### src/verilog/cdc_mbox_pkg.sv
`default_nettype none

package cdc_mbox_pkg;

  // Number of mailbox slots
  localparam int NumChannels = 4;

  // Mailbox word width
  localparam int DataWidth = 16;

  // Channel number width, also the Wishbone address width
  localparam int ChanIdxWidth = 2;

  // Payload word on the source input, in the slots and on the bus
  typedef logic [DataWidth-1:0] data_t;

  // Channel number on the source input and Wishbone address
  typedef logic [ChanIdxWidth-1:0] chan_idx_t;

  // One bit per channel: load strobes, busy, pending, ACK pulses
  typedef logic [NumChannels-1:0] chan_vec_t;

endpackage

`default_nettype wire

### src/verilog/cdc_mbox_dispatcher.sv
`timescale 1ns/1ps
`default_nettype none

module cdc_mbox_dispatcher #(
  parameter int Depth = 4
) (
  input  logic                      clk_src_i,
  input  logic                      rst_src_ni,
  // Event input
  input  logic                      src_valid_i,
  input  cdc_mbox_pkg::chan_idx_t   src_chan_i,
  input  cdc_mbox_pkg::data_t       src_data_i,
  output logic                      src_ready_o,
  // Channel side
  output cdc_mbox_pkg::chan_vec_t   load_o,
  output cdc_mbox_pkg::data_t       data_o,
  input  cdc_mbox_pkg::chan_vec_t   busy_i
);

  localparam int PtrWidth = (Depth > 1) ? $clog2(Depth) : 1;
  localparam int CntWidth = $clog2(Depth + 1);

  // Entry storage
  cdc_mbox_pkg::chan_idx_t chan_mem [Depth];
  cdc_mbox_pkg::data_t     data_mem [Depth];

  logic [PtrWidth-1:0] wr_ptr_q, rd_ptr_q;
  logic [CntWidth-1:0] count_q, count_d;
  logic                ready_q;
  logic                push, pop;
  cdc_mbox_pkg::chan_idx_t head_chan;

  assign head_chan = chan_mem[rd_ptr_q];
  assign data_o    = data_mem[rd_ptr_q];

  // Accept only when there was room at the last edge
  assign push = src_valid_i && ready_q;
  // Head leaves only if its target slot is free, else the queue waits
  assign pop  = (count_q != '0) && !busy_i[head_chan];

  // One-hot strobe to the head's slot
  assign load_o = pop ? (cdc_mbox_pkg::chan_vec_t'(1) << head_chan) : '0;

  always_comb begin
    count_d = count_q;
    if (push && !pop) begin
      count_d = count_q + 1'b1;
    end else if (pop && !push) begin
      count_d = count_q - 1'b1;
    end
  end

  always_ff @(posedge clk_src_i or negedge rst_src_ni) begin
    if (!rst_src_ni) begin
      wr_ptr_q <= '0;
      rd_ptr_q <= '0;
      count_q  <= '0;
      ready_q  <= 1'b0;
    end else begin
      if (push) begin
        wr_ptr_q <= (wr_ptr_q == PtrWidth'(Depth - 1)) ? '0 : wr_ptr_q + 1'b1;
      end
      if (pop) begin
        rd_ptr_q <= (rd_ptr_q == PtrWidth'(Depth - 1)) ? '0 : rd_ptr_q + 1'b1;
      end
      count_q <= count_d;
      // Ready drops once the queue is full
      ready_q <= (count_d != CntWidth'(Depth));
    end
  end

  always_ff @(posedge clk_src_i) begin
    if (push) begin
      chan_mem[wr_ptr_q] <= src_chan_i;
      data_mem[wr_ptr_q] <= src_data_i;
    end
  end

  assign src_ready_o = ready_q;

endmodule

`default_nettype wire

### config.mk
export PLATFORM = sky130hd
export DESIGN_NAME = cdc_mbox_dispatcher
export DESIGN_NICKNAME = d
export VERILOG_FILES = /design/src/verilog/cdc_mbox_pkg.sv /design/src/verilog/cdc_mbox_dispatcher.sv
export SDC_FILE = /design/constraint.sdc
export NUM_CORES = 1
export LEC_CHECK = 0
export BUFFER_PORTS_ARGS = -buffer_cell sky130_fd_sc_hd__buf_4
export CAP_MARGIN = 20
export CORE_ASPECT_RATIO = 0.9
export CORE_MARGIN = 5
export CORE_UTILIZATION = 56
export CTS_CLUSTER_DIAMETER = 100
export DETAILED_ROUTE_END_ITERATION = 8
export PLACE_DENSITY = 0.86
export SLEW_MARGIN = 10
export SYNTH_ARGS = -nofsm -noshare
export SYNTH_HDL_FRONTEND = slang
export SYNTH_SLANG_ARGS = --single-unit
### constraint.sdc
create_clock -name clk_src_i -period 2.5 [get_ports clk_src_i]
set_clock_uncertainty 0.05 [all_clocks]
set_input_delay 0 -clock clk_src_i [delete_from_list [all_inputs] [get_ports clk_src_i]]
set_output_delay 0 -clock clk_src_i [all_outputs]
set_load 0.01 [all_outputs]
==> metrics.txt, run 1 <==
status finished, final reports clean; Yosys cell types 32; flop and latch count out of synthesis 80; maximum clock rate 445.8 MHz; Largest stage delay, worst path 590 ps; Slew @ Worst Pin 481.6 ps; Slew HR 67.90%; Synth Instances 162; fin. max-slew vios 0; min Tclk post-route 2243 ps; Setup crit start kind flop; Finished Layout Cells 316; total routed wirelength 5840 um; Finished Cell Area 4090 um^2; final estimated routing congestion in global placement 0.7588; Max Buffers Root-to-Sink 2; clk_lat worst skew 350 ps; Setup violations, final 0; # DRC 0; Final Hold Vio Count 0; GRT Total Usage 17.18%; via count 1,715; commonest non-fill, non-tap cell in the layout edfxtp_1; root buffer cell clkbuf_8; first drt pass iteration count 4; die width 90.03 um; Peak VDD IR 0.0008164 V; CP arrival 2430 ps; HP Class in -> reg; final setup margin 257.1 ps; DR WL/cell 18.48 um; internal reg-to-reg setup slack 260 ps; core area 5628 um^2; # nets final 274; CTS resizes 0; Setup CP Type reg -> reg; vias in the first global route 1,854; Iteration-0 DRC Markers 115; fillers 339; Critical Path Sink Type flop; most frequent cells in the layout edfxtp_1 (72), buf_4 (54), dlygate4sd3_1 (20); sequential element share of the synthesized area 73.18%; first-pass GRT wire length 9501 um; Crit path top cell by count o22a_1; Static Leak 1.533 nW; via density per instance 5.427; Cells after DPL 280; Max stage delay cell, worst path mux4_2; warnings from Yosys 0; I/O pin count 46; Port Buf Inserts 45; GRT overflow 0; Final Power 4.716 mW; Clock H-tree levels 3; Area Growth Syn to Fin 26.71%; Tcrit/Tclk final 89.72%; DP Wirelength 3867 um; Antenna Cells 0; crit-path cells mux4_2, mux2_1, o22a_1, maj3_2, o22a_1; clk sink count 80; CTS tree done; Initial Utilization 57.36%; row count 26; final antenna-violating net count 0; worst slack, placed 261.3 ps; Synthesized Nets 195; Max-Cap Viols 0; initial antenna violation count 0; largest net degree at the start of global routing 17; clock slew at reported path FFs 90 ps; Fin Setup TNS 0 ps; RSZ-0062 raised after global routing no; Syn Std Cell Area 3228 um^2; DIE HEIGHT 82.03 um; share of post-route cells with drive strength above 1 38.21%; CP required 2690 ps; die area 7385 um^2; placed cell area 3682 um^2; worst-path fanout max 6; CTS Buf Count 9; Avg Cell Area, Syn 19.93 um^2; power density over cell area 1153 nW/um^2
[sequential cells by signal, indices dropped and copies added (netlist names)]
register     flops
count_q          3
src_ready_o      1
chan_mem         8
rd_ptr_q         2
wr_ptr_q         2
data_mem        64
[routing by layer]
layer  vias up  routed length (um)  share of wire (%)  GRT usage (%)
met5         -                   0                  0              0
met4         0                  15               0.26          4.167
met3         2                 293                5.0          7.234
met2        45                3125                 54          30.19
met1       865                2406                 41          19.85
li1        803                   -                  -              -
[cells in the mapped netlist]
cell type,instances,area share (%)
xnor2_2,1,0.50
and2_1,1,0.19
or2b_1,1,0.23
buf_2,1,0.15
nor3_1,3,0.46
nor3b_1,2,0.46
xnor2_1,1,0.27
ha_1,8,3.1
buf_1,2,0.23
mux2_1,1,0.35
o21ai_0,3,0.46
a21oi_1,2,0.31
o22a_1,2,0.54
mux2i_1,2,0.62
nand2_1,6,0.70
or2_2,2,0.39
nor2b_1,1,0.19
mux2_2,2,0.70
and3_1,4,0.78
edfxtp_1,72,67
nand3_1,4,0.62
or2_1,2,0.39
a21boi_1,1,0.23
o22ai_1,1,0.19
buf_6,2,0.70
clkbuf_1,1,0.12
maj3_2,1,0.35
mux4_2,18,13
a21o_1,1,0.23
inv_1,5,0.58
dfrtp_1,8,6.2
or3_1,1,0.19
[power by group]
group	internal, mW	switching (mW)
registers	1.80	0.124
logic	0.935	0.880
clock network	0.482	0.494
total	3.22	1.50
[logic make-up (layout without fill, tap and decap cells)]
| family | Yosys count | in the layout | synth area share, % |
|---|---|---|---|
| buffers and inverters | 11 | 95 | 1.783 |
| AND/OR/NAND/NOR | 27 | 27 | 4.612 |
| flip-flops | 80 | 80 | 73.18 |
| adder cells (fa/ha/maj) | 9 | 9 | 3.450 |
| XOR/XNOR | 2 | 2 | 0.7754 |
| multiplexers | 23 | 23 | 14.22 |
| AO/OA/AOI/OAI | 10 | 10 | 1.977 |
[path summary, 6_finish.rpt]
| check | depth (start not counted) | startpoint | to |
|---|---|---|---|
| setup / recovery | 5 | rd_ptr_q[0] | count_q[1] |
| hold reg to reg | 1 | count_q[0] | count_q[0] |
| min in group asynchronous | 3 | rst_src_ni | count_q[1] |
| hold / removal | 4 | src_valid_i | count_q[0] |
| setup reg to reg | 5 | rd_ptr_q[0] | count_q[1] |
| max in group asynchronous | 3 | rst_src_ni | rd_ptr_q[0] |
[area by class of cell]
class / instances / area [um^2] / area share (%)
clock inverters: 7 / 83.83 / 2.050
well taps: 70 / 87.58 / 2.141
repair buffers: 74 / 605.6 / 14.81
multi-input cells: 71 / 808.3 / 19.76
clock buffers: 9 / 123.9 / 3.028
inverters: 5 / 18.77 / 0.4589
flip-flops and latches: 80 / 2362 / 57.75
[through the flow]
step | hold slack [ps] | utilization [%]
3_5_place_dp | -224.2 | 65.43
2_1_floorplan | -345.6 | -
3_3_place_gp | -228.0 | 65.43
5_1_grt | 182.3 | 72.68
4_1_cts | 114.0 | 72.68
6_report | 136.3 | 72.68
[critical path: cells and delay by family, from the launching register on]
family | cells | cell delay (ps)
AOI/OAI and AO/OA | 2 | 450
adders and majority gates | 1 | 310
DFF | 1 | 430
muxes | 2 | 920
[what timing repair did]
action / 4_1_cts / 5_1_grt
hold endpoints to repair: 80 / 0
hold buffers: 20 / 0
setup endpoints to repair: 0 / 0
buffers inserted: 0 / 0
(Power assumes the default switching activity.)
==> run 2, diff against run 1 <==
Settings changed: BUFFER_PORTS_ARGS -buffer_cell sky130_fd_sc_hd__buf_4 to default, CORE_UTILIZATION 56 to 62, DONT_BUFFER_PORTS from default to 1.
==> run 2 against run 1 <==
Sequential power is essentially flat. Sequential cell count stayed put. Cell count is 15% lower.
==> metrics.txt, run 2 (synthesis gave the netlist of run 1 again) <==
Setup violations, final 0 (unchanged); vias in the first global route 1,768 (-4.6%); Largest regs data_mem x64, chan_mem x8, count_q x3; maximum clock rate 425.4 MHz (-4.6%); CTS resizes 0 (unchanged); first drt pass iteration count 5 (+1); core area 5161 um^2 (-8.3%); Crit path top cell by count o22a_1; Max stage delay cell, worst path mux4_2; largest net degree at the start of global routing 19 (+2); root buffer cell clkbuf_8; CTS tree done; Fin Setup TNS 0 ps (unchanged); HP Class in -> out; Slew @ Worst Pin 404.2 ps (-77.39 ps); Finished Cell Area 3731 um^2 (-8.8%); clk sink count 80 (unchanged); max reg flops 64 (unchanged); CP required 2720 ps (+30 ps); RSZ-0062 raised after global routing no; I/O pin count 46 (unchanged); most frequent cells in the layout edfxtp_1 (72), dlygate4sd3_1 (20), mux4_2 (18); GRT overflow 0 (unchanged); Critical Path Sink Type flop; CP arrival 2570 ps (+140 ps); Finished Layout Cells 268 (-15%); met2 usage 32.67% (+2.5 points); initial antenna violation count 0 (unchanged); commonest non-fill, non-tap cell in the layout edfxtp_1; status finished, final reports clean; worst-path fanout max 9 (+3); Setup CP Type reg -> reg; Largest stage delay, worst path 600 ps (about the same); Tcrit/Tclk final 94.02% (+4.3 points); row count 25 (-3.8%); crit-path cells mux4_2, mux2_1, o22a_1, buf_4, a21oi_1, o22a_1; fin. max-slew vios 0 (unchanged); Static Leak 1.312 nW (-14%); Initial Utilization 62.55% (+5.2 points); min Tclk post-route 2351 ps (+107.6 ps); Antenna Cells 0 (unchanged); first-pass GRT wire length 9052 um (-4.7%); M1 GR Usage 19.63% (-0.22 points); final estimated routing congestion in global placement 0.7198 (-5.1%); worst slack, placed 247.6 ps (-13.73 ps); Port Buf Inserts 0 (-100%); # DRC 0 (unchanged); Final Power 4.333 mW (-8.1%); Max Buffers Root-to-Sink 2 (unchanged); Final Hold Vio Count 0 (unchanged); Clock H-tree levels 3 (unchanged); CTS Buf Count 9 (unchanged); die area 6752 um^2 (-8.6%); DP Wirelength 3574 um (-7.6%); total routed wirelength 5621 um (-3.8%); via count 1,597 (-6.9%); DIE HEIGHT 78.46 um (-4.4%); Peak VDD IR 0.0005815 V (-29%); clock slew at reported path FFs 70 ps (-20 ps); placed cell area 3356 um^2 (-8.9%); Most flops, register data_mem; Setup crit start kind flop; GRT Total Usage 19.00% (+1.8 points); die width 86.06 um (-4.4%); Iteration-0 DRC Markers 80 (-30%); Fin Hold WS 5.543 ps (-130.8 ps); # nets final 231 (-16%); clk_lat worst skew 330 ps (-20 ps); final setup margin 149.5 ps (-107.6 ps); GR Util met3 6.506% (-0.73 points); share of post-route cells with drive strength above 1 23.38% (-15 points); Cells after DPL 234 (-16%); post-layout util 72.29% (-0.39 points); Most Used Layer, Global Route met2; Max-Cap Viols 0 (unchanged); Area Growth Syn to Fin 15.58%; via density per instance 5.959 (+9.8%); DR WL/cell 20.97 um (+13%); Slew HR 73.00% (+5.1 points); final antenna-violating net count 0 (unchanged); internal reg-to-reg setup slack 150 ps (-110 ps); power density over cell area 1161 nW/um^2 (+0.71%)
[run 2: critical path: cells and delay by family, from the launching register on]
| family | cells | cell delay [ps] |
|---|---|---|
| compound gates | 3 | 660 |
| buf+inv | 1 | 190 |
| flops | 1 | 440 |
| mux | 2 | 940 |
[run 2: worst paths after layout]
kind                            cells past startpoint   startpoint     endpoint
worst max-delay path                                6  rd_ptr_q[0]   count_q[1]
worst max register to register                      6  rd_ptr_q[0]   count_q[1]
worst min-delay path                                1    busy_i[3]    load_o[3]
worst min register to register                      1   count_q[0]   count_q[0]
min in group asynchronous                           2   rst_src_ni  rd_ptr_q[0]
max in group asynchronous                           2   rst_src_ni  rd_ptr_q[1]
[run 2: power by group]
group	total (mW)	internal [mW]	switching, mW
Sequential	1.94	1.80	0.136
Clock	0.846	0.447	0.399
Combinational	1.55	0.697	0.850
Total	4.33	2.95	1.39
[run 2: final cells by class]
type	count	area, um^2
sequential	80	2362
fill	316	1430
multi-input combinational	71	808.3
timing repair buffer	31	282.8
clock buffer	10	127.6
tap	67	83.83
clock inverter	4	47.55
inverter	5	18.77
[run 2: routing by layer]
layer | vias up | part of all wire [%]
met5 | - | 0
met4 | 0 | 3.1
met3 | 17 | 7.2
met2 | 57 | 55
met1 | 807 | 34
li1 | 716 | -
[run 2: what timing repair did]
item	CTS	global route
hold buffers	20	0
buffers inserted	0	0
endpoints found under the hold margin	80	0
==> run 3, diff against run 2 <==
Settings changed: GPL_TIMING_DRIVEN from default to 0.
==> run 3 against run 2 <==
Clock power down 11%. Via count decreased by 1.8%. Count of clock-buffer cells in the layout increased by 1. Register-to-register slack better by 40 ps. Wire length is 1.2% lower. Cell count is 1.5% lower. Critical path type unchanged. Critical endpoint is now count_q[2]. Largest cell class unchanged. Highest routed layer unchanged.
==> metrics.txt, run 3 (synthesis gave the netlist of run 1 again) <==
status finished, final reports clean; hold endpoint load_o[1]; max reg flops 64 (unchanged); GRT Total Usage 18.24% (-0.76 points); die width 86.06 um (unchanged); Slew HR 35.52% (-37 points); sequential share of power 46.2% (+1.4 points); Largest regs data_mem x64, chan_mem x8, count_q x3; Setup crit start kind flop; I/O pin count 46 (unchanged); RSZ-0062 raised after global routing no; Critical Path Sink Type flop; Antenna Cells 0 (unchanged); via density per instance 5.943 (-0.26%); clock network fraction of design power 18.0% (-1.5 points); largest net degree at the start of global routing 19 (unchanged); CTS Buf Count 9 (unchanged); die area 6752 um^2 (unchanged); part of the power in combinational logic 35.7% (about the same); clk sink count 80 (unchanged); via count 1,569 (-1.8%); Switching Fraction 32.72% (+0.74 points); Static Leak 1.267 nW (-3.5%); reg2reg end count_q[2]; worst r2r path cells 7 (+1); Slew @ Worst Pin 967.1 ps (+563.0 ps); power density over cell area 1143 nW/um^2 (-1.6%); # nets final 226 (-2.2%); share of post-route cells with drive strength above 1 19.80% (-3.6 points); final setup margin 191.6 ps (+42.14 ps); Setup CP Type reg -> reg; internal reg-to-reg setup slack 190 ps (+40 ps); post-layout util 71.03% (-1.3 points); Tcrit/Tclk final 92.34% (-1.7 points); min Tclk post-route 2308 ps (-42.14 ps); Setup violations, final 0 (unchanged); most frequent cells in the layout edfxtp_1 (72), dlygate4sd3_1 (20), mux4_2 (18); Initial Utilization 62.55% (unchanged); vias in the first global route 1,714 (-3.1%); Most flops, register data_mem; GRT overflow 0 (unchanged); CP required 2680 ps (-40 ps); core area 5161 um^2 (unchanged); first-pass GRT wire length 8714 um (-3.7%); total routed wirelength 5551 um (-1.2%); root buffer cell clkbuf_8; beginning of the worst hold path busy_i[1]; DR WL/cell 21.03 um (+0.25%); worst r2r src rd_ptr_q[0]; Final Hold Vio Count 0 (unchanged); row count 25 (unchanged); worst slack, placed 174.8 ps (-72.82 ps); clk_lat worst skew 340 ps (about the same); DIE HEIGHT 78.46 um (unchanged); worst-path fanout max 10 (+1); Area Growth Syn to Fin 13.57%; final estimated routing congestion in global placement 0.6830 (-5.1%); fillers 317 (+0.32%); fin. max-slew vios 0 (unchanged); HP Class in -> out; CP arrival 2490 ps (-80 ps); Fin Hold WS 4.309 ps (-1.234 ps); Clock H-tree levels 3 (unchanged); Fin Setup TNS 0 ps (unchanged); Iteration-0 DRC Markers 81 (+1.3%); Port Buf Inserts 0 (unchanged); Switch Pwr 1.371 mW (-1.0%); final antenna-violating net count 0 (unchanged); hold path cells 1 (unchanged); first drt pass iteration count 4 (-1); clock slew at reported path FFs 80 ps (about the same); CTS tree done; DP Wirelength 3627 um (+1.5%); initial antenna violation count 0 (unchanged); Max Buffers Root-to-Sink 2 (unchanged); Max-Cap Viols 0 (unchanged); internal power 2.820 mW (-4.3%); commonest non-fill, non-tap cell in the layout edfxtp_1; Peak VDD IR 0.0005885 V (+1.2%); maximum clock rate 433.2 MHz (+1.8%); # DRC 0 (unchanged)
[run 3: changes by cell type in the layout (fill, tap and decap cells not counted)]
cell       before  now
buf_1           0    2
buf_2           0    1
clkinv_2        1    2
clkbuf_1        1    3
buf_6           0    2
buf_4          11    0
bufinv_16       1    0
[run 3: timing repair]
item | CTS | global route
hold buffers | 20 | 0
buffers inserted | 0 | 0
resized for setup | 0 | 0
hold endpoints to repair | 80 | 0
[run 3: cell type report]
cell class | instances | area [um^2] | area share (%)
multi-input cells | 71 | 808.3 | 22.05
plain buffers | 6 | 38.79 | 1.058
well taps | 67 | 83.83 | 2.287
clock inverters | 4 | 22.52 | 0.6143
flip-flops and latches | 80 | 2362 | 64.44
inverters | 5 | 18.77 | 0.5119
repair buffers | 20 | 200.2 | 5.461
clock buffers | 11 | 131.4 | 3.584
[run 3: how the worst max path moves through the flow]
stage,from,endpoint,depth (start not counted)
after global placement,rd_ptr_q[0],count_q[2],7
after CTS,rd_ptr_q[0],count_q[2],7
after global routing,rd_ptr_q[0],data_o[11],3
after detailed placement,rd_ptr_q[0],count_q[2],7
final,rd_ptr_q[0],count_q[2],7
after floorplan,rd_ptr_q[0],count_q[2],7
[run 3: metal layers]
| layer | track usage (%) | part of all wire [%] |
|---|---|---|
| met5 | 0 | 0 |
| met2 | 33.05 | 57 |
| met3 | 5.981 | 6.3 |
| met4 | 10.28 | 2.8 |
| met1 | 18.01 | 34 |
[run 3: stage by stage]
step | power, mW | area (um^2) | cells
after floorplan | 3.101 | 3228 | 162
after global placement | 3.306 | 3312 | 229
after detailed placement | 3.444 | 3312 | 229
after CTS | 4.237 | 3666 | 264
after global routing | 4.437 | 3666 | 264
final | 4.191 | 3666 | 264
[run 3: power by group through the flow]
stage | registers, mW | clock network, mW | logic (mW)
3_3_place_gp | 1.93 | 0 | 1.37
5_1_grt | 1.96 | 0.849 | 1.62
6_report | 1.94 | 0.756 | 1.50
2_1_floorplan | 1.92 | 0 | 1.18
3_5_place_dp | 1.97 | 0 | 1.48
4_1_cts | 1.94 | 0.772 | 1.53
[run 3: critical path: stages, from the launching register on]
cell and delay, ps:
dfrtp_1 410, buf_6 200, mux4_2 520, or2_1 260
o22a_1 230, buf_6 160, a21boi_1 140, or2_1 240
